[config.mk]
export PLATFORM = sky130hd
export DESIGN_NAME = l1_cache
export DESIGN_NICKNAME = d
export VERILOG_FILES = /design/src/rtl/cache_cfg_pkg.sv /design/src/rtl/l2_bus_pkg.sv /design/src/rtl/fill_if.sv /design/src/rtl/cache_lru.sv /design/src/rtl/cache_tag_mem.sv /design/src/rtl/l1_cache.sv /design/src/rtl/load_miss_queue.sv
export SDC_FILE = /design/constraint.sdc
export NUM_CORES = 2
export LEC_CHECK = 0
export BUFFER_PORTS_ARGS = -buffer_cell sky130_fd_sc_hd__clkbuf_2
export CORE_AREA = 5 5 706 498
export DETAILED_ROUTE_END_ITERATION = 16
export DIE_AREA = 0 0 711 503
export PLACE_DENSITY = 0.64
export REMOVE_ABC_BUFFERS = 1
export SETUP_SLACK_MARGIN = 0.02
export SLEW_MARGIN = 25
export SYNTH_ARGS = -nofsm -noshare
export SYNTH_HDL_FRONTEND = slang
export SYNTH_HIERARCHICAL = 1
export SYNTH_SLANG_ARGS = --single-unit
[constraint.sdc]
create_clock -name clk -period 18.75 [get_ports clk]
set_input_delay 2.8125 -clock clk [delete_from_list [all_inputs] [get_ports clk]]
set_output_delay 2.8125 -clock clk [all_outputs]
set_load 0.05 [all_outputs]
[src/rtl/cache_cfg_pkg.sv]
// L1 data cache geometry
// Sizes of the cache and the address fields derived from them
package cache_cfg_pkg;

	localparam int NUM_WAYS = 4;
	localparam int NUM_SETS = 8;
	localparam int LINE_BYTES = 8;

	// Address split is offset, then set index, then tag
	localparam int OFFSET_WIDTH = $clog2(LINE_BYTES);
	localparam int SET_INDEX_WIDTH = $clog2(NUM_SETS);
	localparam int TAG_WIDTH = 32 - OFFSET_WIDTH - SET_INDEX_WIDTH;
	localparam int WAY_INDEX_WIDTH = $clog2(NUM_WAYS);

	// Address bits 3 to 5
	typedef logic [SET_INDEX_WIDTH-1:0] set_index_t;

	// Address bits 6 to 31
	typedef logic [TAG_WIDTH-1:0] cache_tag_t;

	typedef logic [WAY_INDEX_WIDTH-1:0] way_index_t;

	// One full line, 64 bits
	typedef logic [LINE_BYTES*8-1:0] line_data_t;

endpackage

[src/rtl/l2_bus_pkg.sv]
// L2 request and response definitions
// Strand numbering and the line address carried to the L2
package l2_bus_pkg;

	localparam int NUM_STRANDS = 4;

	typedef logic [$clog2(NUM_STRANDS)-1:0] strand_t;

	// One bit per strand, used for pending and wake masks
	typedef logic [NUM_STRANDS-1:0] strand_mask_t;

	// Tag and set joined, the line offset is dropped
	typedef logic [cache_cfg_pkg::TAG_WIDTH + cache_cfg_pkg::SET_INDEX_WIDTH - 1:0]
		line_address_t;

	// Only line loads are issued by this cache
	typedef enum logic [1:0]
	{
		L2_OP_LOAD_LINE = 2'd0
	} l2_op_t;

endpackage

[src/rtl/fill_if.sv]
// Line fill bus from the miss queue to the tag and data arrays
`timescale 1ns/10ps

interface fill_if;

	logic valid;
	cache_cfg_pkg::way_index_t way;
	cache_cfg_pkg::set_index_t set;
	cache_cfg_pkg::cache_tag_t tag;
	cache_cfg_pkg::line_data_t data;

	// Miss queue side
	modport source (output valid, way, set, tag, data);

	// Tag memory and data ways
	modport sink (input valid, way, set, tag, data);

endinterface

[src/rtl/cache_lru.sv]
// True LRU replacement, one age order per set
// Position 0 holds the oldest way and the last position the newest
`timescale 1ns/10ps

module cache_lru
(
	input logic clk,
	input logic rst_i,
	input cache_cfg_pkg::set_index_t set_i,
	input logic update_i,
	input cache_cfg_pkg::way_index_t mru_way_i,
	output cache_cfg_pkg::way_index_t lru_way_o
);

	localparam int LAST = cache_cfg_pkg::NUM_WAYS - 1;

	cache_cfg_pkg::way_index_t age_order [cache_cfg_pkg::NUM_SETS][cache_cfg_pkg::NUM_WAYS];
	cache_cfg_pkg::way_index_t cur_order [cache_cfg_pkg::NUM_WAYS];
	cache_cfg_pkg::way_index_t next_order [cache_cfg_pkg::NUM_WAYS];
	cache_cfg_pkg::way_index_t mru_pos;

	// Everything newer than the touched way slides one step toward the old end
	always_comb
	begin
		mru_pos = '0;
		for (int i = 0; i < cache_cfg_pkg::NUM_WAYS; i++)
		begin
			cur_order[i] = age_order[set_i][i];
			if (age_order[set_i][i] == mru_way_i)
				mru_pos = cache_cfg_pkg::way_index_t'(i);
		end
		for (int i = 0; i < LAST; i++)
		begin
			if (i >= int'(mru_pos))
				next_order[i] = cur_order[i + 1];
			else
				next_order[i] = cur_order[i];
		end
		next_order[LAST] = mru_way_i;
	end

	assign lru_way_o = cur_order[0];

	always_ff @(posedge clk)
	begin
		if (rst_i)
		begin
			for (int s = 0; s < cache_cfg_pkg::NUM_SETS; s++)
				for (int i = 0; i < cache_cfg_pkg::NUM_WAYS; i++)
					age_order[s][i] <= cache_cfg_pkg::way_index_t'(i);
		end
		else if (update_i)
		begin
			for (int i = 0; i < cache_cfg_pkg::NUM_WAYS; i++)
				age_order[set_i][i] <= next_order[i];
		end
	end

endmodule

[src/rtl/cache_tag_mem.sv]
// Tag and valid storage for the four ways
// Reads all ways at the edge and compares them in the following cycle
`timescale 1ns/10ps

module cache_tag_mem
(
	input logic clk,
	input logic rst_i,
	input logic access_i,
	input cache_cfg_pkg::set_index_t set_i,
	input cache_cfg_pkg::cache_tag_t tag_i,
	fill_if.sink fill,
	output logic cache_hit_o,
	output cache_cfg_pkg::way_index_t hit_way_o
);

	cache_cfg_pkg::cache_tag_t tag_array [cache_cfg_pkg::NUM_WAYS][cache_cfg_pkg::NUM_SETS];
	logic [cache_cfg_pkg::NUM_SETS-1:0] valid_bits [cache_cfg_pkg::NUM_WAYS];

	logic access_latched;
	cache_cfg_pkg::cache_tag_t tag_latched;
	cache_cfg_pkg::cache_tag_t tag_read [cache_cfg_pkg::NUM_WAYS];
	logic [cache_cfg_pkg::NUM_WAYS-1:0] valid_read;

	// A fill sets the valid bit of its way
	always_ff @(posedge clk)
	begin
		if (rst_i)
		begin
			for (int w = 0; w < cache_cfg_pkg::NUM_WAYS; w++)
				valid_bits[w] <= '0;
			valid_read <= '0;
			access_latched <= 1'b0;
		end
		else
		begin
			if (fill.valid)
				valid_bits[fill.way][fill.set] <= 1'b1;
			for (int w = 0; w < cache_cfg_pkg::NUM_WAYS; w++)
				valid_read[w] <= valid_bits[w][set_i];
			access_latched <= access_i;
		end
	end

	always_ff @(posedge clk)
	begin
		if (fill.valid)
			tag_array[fill.way][fill.set] <= fill.tag;
		for (int w = 0; w < cache_cfg_pkg::NUM_WAYS; w++)
			tag_read[w] <= tag_array[w][set_i];
		tag_latched <= tag_i;
	end

	// At most one way can hold a given line, so the order of the scan does not matter
	always_comb
	begin
		cache_hit_o = 1'b0;
		hit_way_o = '0;
		for (int w = 0; w < cache_cfg_pkg::NUM_WAYS; w++)
		begin
			if (access_latched && valid_read[w] && tag_read[w] == tag_latched)
			begin
				cache_hit_o = 1'b1;
				hit_way_o = cache_cfg_pkg::way_index_t'(w);
			end
		end
	end

endmodule

[src/rtl/l1_cache.sv]
// L1 data cache, four ways, virtually indexed and tagged, non-blocking
// Tags and all data ways are read in parallel with one cycle of latency
`timescale 1ns/10ps

module l1_cache
(
	input logic clk,
	input logic rst_i,
	input logic access_i,
	input l2_bus_pkg::strand_t strand_i,
	input logic [31:0] address_i,
	output cache_cfg_pkg::line_data_t data_o,
	output logic cache_hit_o,
	output logic load_collision_o,
	output l2_bus_pkg::strand_mask_t load_complete_o,
	output logic l2_req_valid_o,
	output l2_bus_pkg::l2_op_t l2_req_op_o,
	output l2_bus_pkg::strand_t l2_req_strand_o,
	output l2_bus_pkg::line_address_t l2_req_address_o,
	input logic l2_req_ack_i,
	input logic l2_resp_valid_i,
	input l2_bus_pkg::strand_t l2_resp_strand_i,
	input cache_cfg_pkg::line_data_t l2_resp_data_i
);

	localparam int SET_LSB = cache_cfg_pkg::OFFSET_WIDTH;
	localparam int TAG_LSB = cache_cfg_pkg::OFFSET_WIDTH + cache_cfg_pkg::SET_INDEX_WIDTH;

	cache_cfg_pkg::set_index_t requested_set;
	cache_cfg_pkg::cache_tag_t requested_tag;
	logic access_latched;
	l2_bus_pkg::strand_t strand_latched;
	cache_cfg_pkg::set_index_t set_latched;
	cache_cfg_pkg::cache_tag_t tag_latched;

	cache_cfg_pkg::line_data_t way_data [cache_cfg_pkg::NUM_WAYS][cache_cfg_pkg::NUM_SETS];
	cache_cfg_pkg::line_data_t way_read [cache_cfg_pkg::NUM_WAYS];
	cache_cfg_pkg::way_index_t hit_way;
	cache_cfg_pkg::way_index_t lru_way;

	l2_bus_pkg::strand_mask_t pending;
	l2_bus_pkg::line_address_t pending_line [l2_bus_pkg::NUM_STRANDS];
	logic fill_collision_q;
	logic fill_collision_now;
	logic pending_match;
	logic queue_miss;

	fill_if fill_bus ();

	assign requested_set = address_i[SET_LSB +: cache_cfg_pkg::SET_INDEX_WIDTH];
	assign requested_tag = address_i[TAG_LSB +: cache_cfg_pkg::TAG_WIDTH];

	cache_tag_mem tag_mem
	(
		.clk(clk),
		.rst_i(rst_i),
		.access_i(access_i),
		.set_i(requested_set),
		.tag_i(requested_tag),
		.fill(fill_bus.sink),
		.cache_hit_o(cache_hit_o),
		.hit_way_o(hit_way)
	);

	always_ff @(posedge clk)
	begin
		if (rst_i)
		begin
			access_latched <= 1'b0;
			fill_collision_q <= 1'b0;
		end
		else
		begin
			access_latched <= access_i;
			// The tag read at this edge misses a line that is written at the same edge
			fill_collision_q <= access_i && fill_bus.valid && fill_bus.set == requested_set
				&& fill_bus.tag == requested_tag;
		end
	end

	always_ff @(posedge clk)
	begin
		strand_latched <= strand_i;
		set_latched <= requested_set;
		tag_latched <= requested_tag;
		if (queue_miss)
			pending_line[strand_latched] <= {tag_latched, set_latched};
	end

	// Data ways, written by fills and read in parallel for every lookup
	always_ff @(posedge clk)
	begin
		for (int w = 0; w < cache_cfg_pkg::NUM_WAYS; w++)
		begin
			if (fill_bus.valid && fill_bus.way == cache_cfg_pkg::way_index_t'(w))
				way_data[w][fill_bus.set] <= fill_bus.data;
			way_read[w] <= way_data[w][requested_set];
		end
	end

	assign data_o = way_read[hit_way];

	// Another strand already waits for this line
	always_comb
	begin
		pending_match = 1'b0;
		for (int s = 0; s < l2_bus_pkg::NUM_STRANDS; s++)
		begin
			if (pending[s] && l2_bus_pkg::strand_t'(s) != strand_latched
				&& pending_line[s] == {tag_latched, set_latched})
				pending_match = 1'b1;
		end
	end

	assign fill_collision_now = fill_bus.valid && fill_bus.set == set_latched
		&& fill_bus.tag == tag_latched;
	assign load_collision_o = access_latched && !cache_hit_o
		&& (fill_collision_now || fill_collision_q || pending_match);
	assign queue_miss = access_latched && !cache_hit_o && !load_collision_o;

	// The victim is made MRU at once so a second miss in the set picks another way
	cache_lru lru
	(
		.clk(clk),
		.rst_i(rst_i),
		.set_i(set_latched),
		.update_i(cache_hit_o || queue_miss),
		.mru_way_i(cache_hit_o ? hit_way : lru_way),
		.lru_way_o(lru_way)
	);

	load_miss_queue miss_queue
	(
		.clk(clk),
		.rst_i(rst_i),
		.request_i(queue_miss),
		.strand_i(strand_latched),
		.set_i(set_latched),
		.tag_i(tag_latched),
		.victim_way_i(lru_way),
		.fill(fill_bus.source),
		.pending_o(pending),
		.load_complete_o(load_complete_o),
		.l2_req_valid_o(l2_req_valid_o),
		.l2_req_op_o(l2_req_op_o),
		.l2_req_strand_o(l2_req_strand_o),
		.l2_req_address_o(l2_req_address_o),
		.l2_req_ack_i(l2_req_ack_i),
		.l2_resp_valid_i(l2_resp_valid_i),
		.l2_resp_strand_i(l2_resp_strand_i),
		.l2_resp_data_i(l2_resp_data_i)
	);

endmodule

[src/rtl/load_miss_queue.sv]
// Pending load misses, one entry per strand
// Issues line requests to the L2 and turns responses into line fills
`timescale 1ns/10ps

module load_miss_queue
(
	input logic clk,
	input logic rst_i,
	input logic request_i,
	input l2_bus_pkg::strand_t strand_i,
	input cache_cfg_pkg::set_index_t set_i,
	input cache_cfg_pkg::cache_tag_t tag_i,
	input cache_cfg_pkg::way_index_t victim_way_i,
	fill_if.source fill,
	output l2_bus_pkg::strand_mask_t pending_o,
	output l2_bus_pkg::strand_mask_t load_complete_o,
	output logic l2_req_valid_o,
	output l2_bus_pkg::l2_op_t l2_req_op_o,
	output l2_bus_pkg::strand_t l2_req_strand_o,
	output l2_bus_pkg::line_address_t l2_req_address_o,
	input logic l2_req_ack_i,
	input logic l2_resp_valid_i,
	input l2_bus_pkg::strand_t l2_resp_strand_i,
	input cache_cfg_pkg::line_data_t l2_resp_data_i
);

	l2_bus_pkg::strand_mask_t entry_valid;
	l2_bus_pkg::strand_mask_t entry_issued;
	cache_cfg_pkg::set_index_t entry_set [l2_bus_pkg::NUM_STRANDS];
	cache_cfg_pkg::cache_tag_t entry_tag [l2_bus_pkg::NUM_STRANDS];
	cache_cfg_pkg::way_index_t entry_way [l2_bus_pkg::NUM_STRANDS];

	logic req_valid_q;
	l2_bus_pkg::strand_t req_strand_q;
	l2_bus_pkg::strand_t rr_ptr;
	l2_bus_pkg::strand_mask_t candidates;
	l2_bus_pkg::strand_mask_t fill_mask;
	logic pick_found;
	l2_bus_pkg::strand_t pick_strand;

	// A miss arriving this cycle may be picked right away
	always_comb
	begin
		l2_bus_pkg::strand_t probe;
		candidates = entry_valid & ~entry_issued;
		if (request_i)
			candidates[strand_i] = 1'b1;
		pick_found = 1'b0;
		pick_strand = rr_ptr;
		for (int i = 0; i < l2_bus_pkg::NUM_STRANDS; i++)
		begin
			probe = rr_ptr + l2_bus_pkg::strand_t'(i);
			if (!pick_found && candidates[probe])
			begin
				pick_found = 1'b1;
				pick_strand = probe;
			end
		end
	end

	assign fill_mask = l2_resp_valid_i ? l2_bus_pkg::strand_mask_t'(1) << l2_resp_strand_i : '0;

	// The issued flag is set once an entry is loaded into the request register
	always_ff @(posedge clk)
	begin
		if (rst_i)
		begin
			entry_valid <= '0;
			entry_issued <= '0;
			req_valid_q <= 1'b0;
			req_strand_q <= '0;
			rr_ptr <= '0;
			load_complete_o <= '0;
		end
		else
		begin
			load_complete_o <= fill_mask;
			if (request_i)
			begin
				entry_valid[strand_i] <= 1'b1;
				entry_issued[strand_i] <= 1'b0;
			end
			if (l2_resp_valid_i)
				entry_valid[l2_resp_strand_i] <= 1'b0;
			if (!req_valid_q || l2_req_ack_i)
			begin
				req_valid_q <= pick_found;
				if (pick_found)
				begin
					req_strand_q <= pick_strand;
					entry_issued[pick_strand] <= 1'b1;
					rr_ptr <= pick_strand + l2_bus_pkg::strand_t'(1);
				end
			end
		end
	end

	always_ff @(posedge clk)
	begin
		if (request_i)
		begin
			entry_set[strand_i] <= set_i;
			entry_tag[strand_i] <= tag_i;
			entry_way[strand_i] <= victim_way_i;
		end
	end

	// Fields come from the entry table and stay put until the response clears it
	assign l2_req_valid_o = req_valid_q;
	assign l2_req_op_o = l2_bus_pkg::L2_OP_LOAD_LINE;
	assign l2_req_strand_o = req_strand_q;
	assign l2_req_address_o = {entry_tag[req_strand_q], entry_set[req_strand_q]};

	assign pending_o = entry_valid;

	assign fill.valid = l2_resp_valid_i;
	assign fill.way = entry_way[l2_resp_strand_i];
	assign fill.set = entry_set[l2_resp_strand_i];
	assign fill.tag = entry_tag[l2_resp_strand_i];
	assign fill.data = l2_resp_data_i;

endmodule

Yosys cells after proc, flatten, opt, wreduce, memory -nomap -nowiden
Memory sizes are Yosys's and may differ from the RTL's. A register that Yosys moved wholly into a read port is not among the register bits.
Cells that the tools add are included.
Storage, ports and cells
  input bits: 105
  word-level logic and storage cells: 257
  bits in registers: 54
  RAM bits: 3576
  output and inout bits: 104
  memories kept: 10
Cells by class
  muxes and demuxes: 123
  order comparisons: 19
  eq/ne operators: 21
  shifts and indexed selects: 1
  reductions and logical operators: 55
  add/sub/neg operators: 4
  bitwise logic cells: 12
Memory list
  way_data: words 4, bits a word 512, rd ports 4, clocked after Yosys merged registers in 0, wr ports 1, RTL line l1_cache.sv:36  | cache_cfg_pkg::line_data_t way_data [cache_cfg_pkg::NUM_WAYS][cache_cfg_pkg::NUM_SETS];
  tag_mem.tag_array: words 4, bits a word 208, rd ports 4, clocked after Yosys merged registers in 0, wr ports 1, RTL line cache_tag_mem.sv:17  | cache_cfg_pkg::cache_tag_t tag_array [cache_cfg_pkg::NUM_WAYS][cache_cfg_pkg::NUM_SETS];
  way_read: words 4, bits a word 64, rd ports 1, clocked after Yosys merged registers in 0, wr ports 4, RTL line l1_cache.sv:37  | cache_cfg_pkg::line_data_t way_read [cache_cfg_pkg::NUM_WAYS];
  pending_line: words 4, bits a word 29, rd ports 4, clocked after Yosys merged registers in 0, wr ports 1, RTL line l1_cache.sv:42  | l2_bus_pkg::line_address_t pending_line [l2_bus_pkg::NUM_STRANDS];
  miss_queue.entry_tag: words 4, bits a word 26, rd ports 2, clocked after Yosys merged registers in 1, wr ports 1, RTL line load_miss_queue.sv:30  | cache_cfg_pkg::cache_tag_t entry_tag [l2_bus_pkg::NUM_STRANDS];
  tag_mem.tag_read: words 4, bits a word 26, rd ports 4, clocked after Yosys merged registers in 0, wr ports 4, RTL line cache_tag_mem.sv:22  | cache_cfg_pkg::cache_tag_t tag_read [cache_cfg_pkg::NUM_WAYS];
  +4 memories
Operators by type and width (count)
  $mux W512: 10
  $reduce_or A512 Y1: 3
  $bmux W64 S3: 4
  $mux W64: 9
  $bmux W26 S3: 4
  $mux W26: 9
  $mux W208: 1
  $demux W64 S3: 1
  $eq A26 B26 Y1: 6
  $eq A29 B29 Y1: 4
  $demux W26 S3: 1
  $mux W1: 40
  $mux W2: 19
  $logic_and A1 B1 Y1: 36
  $mux W4: 8
  $mux W8: 4
  $lt A2 B3 Y1 const B: 7
  $reduce_or A8 Y1: 2
  $and A4 B4 Y4: 3
  $bmux W1 S3: 4
  $not A4 Y4: 3
  $or A4 B4 Y4: 3
  $bmux W1 S2: 4
  $ge A4 B4 Y1 const B: 2
  26 further kinds: 48

Longest topological paths before layout
An unclocked memory read counts as a cell.
  word-level depth: 32
  depth in mapped cells: 17
  depth with buffers taken out: 14

By module
The synthesis kept the hierarchy.
By module, submodules not included
  l1_cache: times used 1, sequential area each 70767.9 um^2, cells each 3773, area an instance 90058.9 um^2
  cache_tag_mem: times used 1, sequential area each 28647.5 um^2, cells each 1661, area an instance 37269.5 um^2
  load_miss_queue: times used 1, sequential area each 4103.9 um^2, cells each 362, area an instance 6500.0 um^2
  cache_lru: times used 1, sequential area each 1921.8 um^2, cells each 280, area an instance 3334.4 um^2

Worst setup path after synthesis
OpenSTA, ideal clock, no wires.
  path type: input-to-output
  start: in l2_resp_strand_i[0]
  end: out load_collision_o
  buffers on the path: 3
  setup slack: 9851 ps
  data required time: 15937 ps
  arrival: 6086 ps
  cell stages on the path: 10
  cell sequence: buf_2 -> buf_2 -> mux4_2 -> buf_2 -> xnor2_1 -> nand4_1 -> nor4_1 -> a22oi_1 -> nand3_1 -> nor3b_1
On the way
  longest elaborated chain between the ends: 7
  elaborated cells on any way between the ends: 9
  those cells by class: eq/ne (2); reduce/logical (5); memory (2)
Ends and longest elaborated chain
  from (decl): RTL line l1_cache.sv:22  | input l2_bus_pkg::strand_t l2_resp_strand_i,
  $mem_v2 Z4 W3
  named net fill_bus.set[0]: RTL line fill_if.sv:8  | cache_cfg_pkg::set_index_t set;
  $eq A3 B3 Y1: RTL line l1_cache.sv:115  | assign fill_collision_now = fill_bus.valid && fill_bus.set == set_latched
  $logic_and A1 B1 Y1: RTL line l1_cache.sv:115
  $logic_and A1 B1 Y1: RTL line l1_cache.sv:116  | && fill_bus.tag == tag_latched;
  $logic_or A1 B1 Y1 (2 in a row): RTL line l1_cache.sv:118  | && (fill_collision_now || fill_collision_q || pending_match);
  $logic_and A1 B1 Y1: RTL line l1_cache.sv:118
  to (decl): RTL line l1_cache.sv:14  | output logic load_collision_o,
The timed path passes the listed nets, and every way through them passes these cells.

Worst setup path in the final report
Ends and elaborated chain as after synthesis.

==> summary.md <==
| Metric | Value |
|---|---|
| Dpl cell area | `143000 um2` |
| DPL Wire Length | `174000 um` |
| Slew at the pin closest to its max-slew limit | `roughly 1.2 ns` |
| Cell breakdown of the critical path | `clkbuf_2 > buf_4 > mux4_2 > xnor2_1 > nand4_1 > nor4_1 > a22oi_1 > nand3_1 > nor3b_1 > clkbuf_2` |
| Worst setup SP type | `input pin` |
| CTS max path bufs | `4` |
| Critical Path End Type | `output pin` |
| Max FO, Critical Path | `39` |
| Rows | `~180` |
| Total Power Consumption | `~17 mW` |
| Number of synthesized register bits | `3659` |
| Setup Crit Path Kind | `input pin to output pin` |
| Setup Fix Bufs, Post-CTS | `0` |
| Syn avg cell area | `around 23 um2` |
| Fraction of layout cells with a size suffix above 1 | `33.3%` |
| Required time worst endpoint | `about 16 ns` |
| Setup violators final | `0` |
| Die Height | `roughly 500 um` |
| Final cell utilization of the core | `around 45%` |
| Number of antenna violations at the first check in global routing | `21` |
| Power share of the sequential group | `53.0%` |
| TNS Setup | `0 ns` |
| XOR/XNOR share of the synthesized area | `under 10%` |
| Layout filler cell count | `between 20000 and 30000` |
| Worst-case clock skew | `roughly 0.094 ns` |
| Crit share post-route | `between 50% and 60%` |
| Number of global-route vias before repair | `around 63000` |
| Cell area after technology mapping | `about 140000 um2` |
| Register clock-pin slew on the reported worst setup and hold paths | `about 0.060 ns` |
| Mapped Cells | `between 6000 and 7000` |
| Relative slew slack | `~22%` |
| Share of synthesized registers carrying an async set or reset | `0%` |
| Achievable clock frequency | `98.9 MHz` |
| Maximum level of the CTS H-tree | `5` |
| Clk_lat worst skew | `between 0.8 and 0.9 ns` |
| Share of the yosys chip area belonging to registers | `approximately three quarters` |
| Post-route ant nets | `0` |
| Final #Nets | `6534` |
| Max-slew violation count | `0` |
| Power Dens Cells | `approximately 110 nW/um2` |
| Data arrival at the endpoint of the critical path | `about 7.3 ns` |
| Iteration count of the initial detailed-routing pass | `5` |
| Sw Share | `between 20% and 30%` |
| Wirelength per Cell | `roughly 29 um` |
| Largest net degree at the start of global routing | `105` |
| Number of port buffers | `about 200` |
| Number of gates resized after CTS | `0` |
| Vias post-DR | `62900` |
| Critical path's largest stage delay | `0.83 ns` |
| Horizontal die dimension | `between 700 and 800 um` |
| Die Footprint | `approximately 360000 um2` |
| Post-synth cell types | `69` |
| Vias per inst | `5.57` |
| Inserted Clock Buffers | `roughly 350` |
| Power dissipated by switching net loads | `about 3.6 mW` |
| Worst hold path class | `flip-flop to flip-flop` |
| Part of the total power dissipated in combinational logic | `5.1%` |
| Post-Route WL | `325000 um` |
| Global Route Usage Sum | `between 10% and 20%` |
| Root cell of the clock tree | `sky130_fd_sc_hd__clkbuf_16` |
| Initial Util | `39.8%` |
| Most frequent standard cell in the layout excluding fill and tap cells | `sky130_fd_sc_hd__edfxtp_1` |
| Internal power | `about 13 mW` |
| Final Hold Violating Endpoints | `0` |
| Area Overhead vs Synth | `13.0%` |
| Most used flip-flop cell after synthesis | `sky130_fd_sc_hd__edfxtp_1` |
| Max Cap Violations | `0` |
| Simple-gate portion of the synthesized area | `under 10%` |
| Leakage power figure | `~50 nW` |
| Grt ovf | `0` |
| Outcome | `completed` |
| Clock tree from TritonCTS | `done` |
| Relative contribution of the clock network to total power | `41.9%` |
| Detailed Route Iter0 Violations | `6795` |
| Area inside the core boundary | `between 300000 and 400000 um2` |
| Share of cell area taken by muxes after synthesis | `17.5%` |
| Setup repair after global routing missed its margin | `no` |
| First-pass GRT wire length | `462000 um` |
| Number of flops mapped to enable cells by yosys | `3216` |
| Dominant combinational cell family by area after synthesis | `multiplexers` |
| Number of hold buffers added after cts | `0` |
| Total of warnings raised by yosys | `6` |
| Crit-path slowest cell | `sky130_fd_sc_hd__mux4_2` |
| Post-synthesis share of cell area spent on full adders, half adders and majority gates | `0%` |
| I/O pin count | `~210` |
| Maximum vdd ir drop | `81.5 uV` |
| Post-layout min period | `just over 10 ns` |
| Commonest cells after routing, fill and taps aside | `sky130_fd_sc_hd__edfxtp_1, sky130_fd_sc_hd__mux4_2, sky130_fd_sc_hd__dfxtp_1` |
| Synthesized-area fraction occupied by ao, oa, aoi and oai cells | `0.359%` |
| Most used cell along the critical path | `sky130_fd_sc_hd__clkbuf_2` |
| DRC Markers | `0` |
| TritonCTS Sinks | `~3700` |
| Worst slack on hold paths | `0.476 ns` |
| Post-route cell area | `between 150000 and 200000 um2` |
| Final weighted congestion of routability-driven global placement | `a little under 0.8` |
## flip-flops by register name, summed over array words and instances, names as in the netlist, 2 cells and up, named ones only
signal                      count
tag_mem/valid_bits             32
tag_mem/valid_read              4
tag_mem/tag_array             832
way_data                     2048
miss_queue/entry_way            8
strand_latched                  2
pending_line                  116
miss_queue/pending_o            4
miss_queue/rr_ptr               2
miss_queue/load_complete_o      4
miss_queue/entry_issued         4
miss_queue/entry_tag          104
tag_mem/tag_latched            26
miss_queue/l2_req_strand_o      2
tag_latched                    26
tag_mem/tag_read              104
lru/age_order                  64
miss_queue/entry_set           12
set_latched                     3
way_read                      256
## cell usage after synthesis (all sizes together), types with 2 or more instances
master / n / area, um2
nor2: 129 / 484
xor2: 49 / 429
nor2b: 12 / 75.1
and4: 3 / 31.3
nor4bb: 2 / 20.0
nor4: 25 / 156
or2: 34 / 213
o2bb2ai: 2 / 17.5
a41o: 2 / 20.0
nand2: 55 / 209
o21ai: 24 / 124
o221ai: 2 / 17.5
edfxtp: 3216 / 96600
mux2: 362 / 4350
o22ai: 5 / 31.3
clkbuf: 101 / 379
o211ai: 3 / 27.5
and2: 4 / 25.0
nand2b: 19 / 119
nor3b: 4 / 35.0
or3b: 5 / 43.8
mux4: 855 / 19300
nand3b: 10 / 75.1
buf: 261 / 2040
a31oi: 4 / 55.1
nor3: 37 / 190
or3: 4 / 25.0
nor4b: 2 / 23.8
nand3: 30 / 155
xnor2: 235 / 2070
a22oi: 5 / 51.3
mux2i: 35 / 350
inv: 11 / 41.3
and3b: 2 / 17.5
nand4: 61 / 382
a2111oi: 2 / 37.5
dfxtp: 443 / 8870
a21oi: 10 / 50.1
## layout make-up
cell class	count	area (um2)	share of cell area (%)
flip-flops and latches	3659	105000	68.0
multi-input cells	2045	29700	19.1
clock buffers	480	9740	6.29
well taps	4575	5720	3.69
repair buffers	363	2410	1.56
clock inverters	160	1920	1.24
inverters	11	41.3	0.0266
diodes	8	20.0	0.0129
## metrics by stage
step	std cells	setup slack (ns)
after floorplan	5715	8.94
after global placement	10600	8.57
after detailed placement	10700	8.54
after CTS	11300	8.54
after global routing	11300	8.34
final	11300	8.63
## power groups by stage
stage                     clock, mW  combinational [mW]  sequential [mW]
after floorplan                   0               0.481             9.22
after global routing           7.68               0.921             9.07
final                          7.17               0.864             9.07
after detailed placement          0               0.870             9.24
after global placement            0               0.855             9.24
after CTS                      7.32               0.874             9.07
## routing by layer
| layer | wire length [um] | global-route usage (%) |
|---|---|---|
| met1 | 144000 | 26.4 |
| met2 | 146000 | 26.6 |
| met3 | 26400 | 3.86 |
| met4 | 9080 | 5.16 |
| met5 | 140 | 0.225 |
## worst paths after layout
| kind | slack (ns) | endpoint | cells after the start | start |
|---|---|---|---|---|
| setup reg to reg | 12.71 | miss_queue/l2_req_strand_o[1] | 15 | tag_mem/tag_latched[13] |
| setup / recovery | 8.63 | load_collision_o | 10 | l2_resp_strand_i[0] |
| hold reg to reg | 0.48 | miss_queue/entry_issued[0] | 2 | miss_queue/entry_issued[0] |
| hold / removal | 0.48 | miss_queue/entry_issued[0] | 2 | miss_queue/entry_issued[0] |
## kinds of logic after synthesis
group                     after synthesis
AOI/OAI and AO/OA                      66
xor gates and xnor gates              284
buffers and inverters                 373
DFF                                  3659
muxes                                1252
other                                   1
and+or+nand+nor                       441
## worst max-delay path, delay by kind of cell
family          cells  cell delay (ns)
mux                 1             0.83
compound gates      1             0.33
buf+inv             3             1.07
xor+xnor            1             0.42
simple gates        4             1.78
No activity file was read; power rests on OpenSTA's default activity.
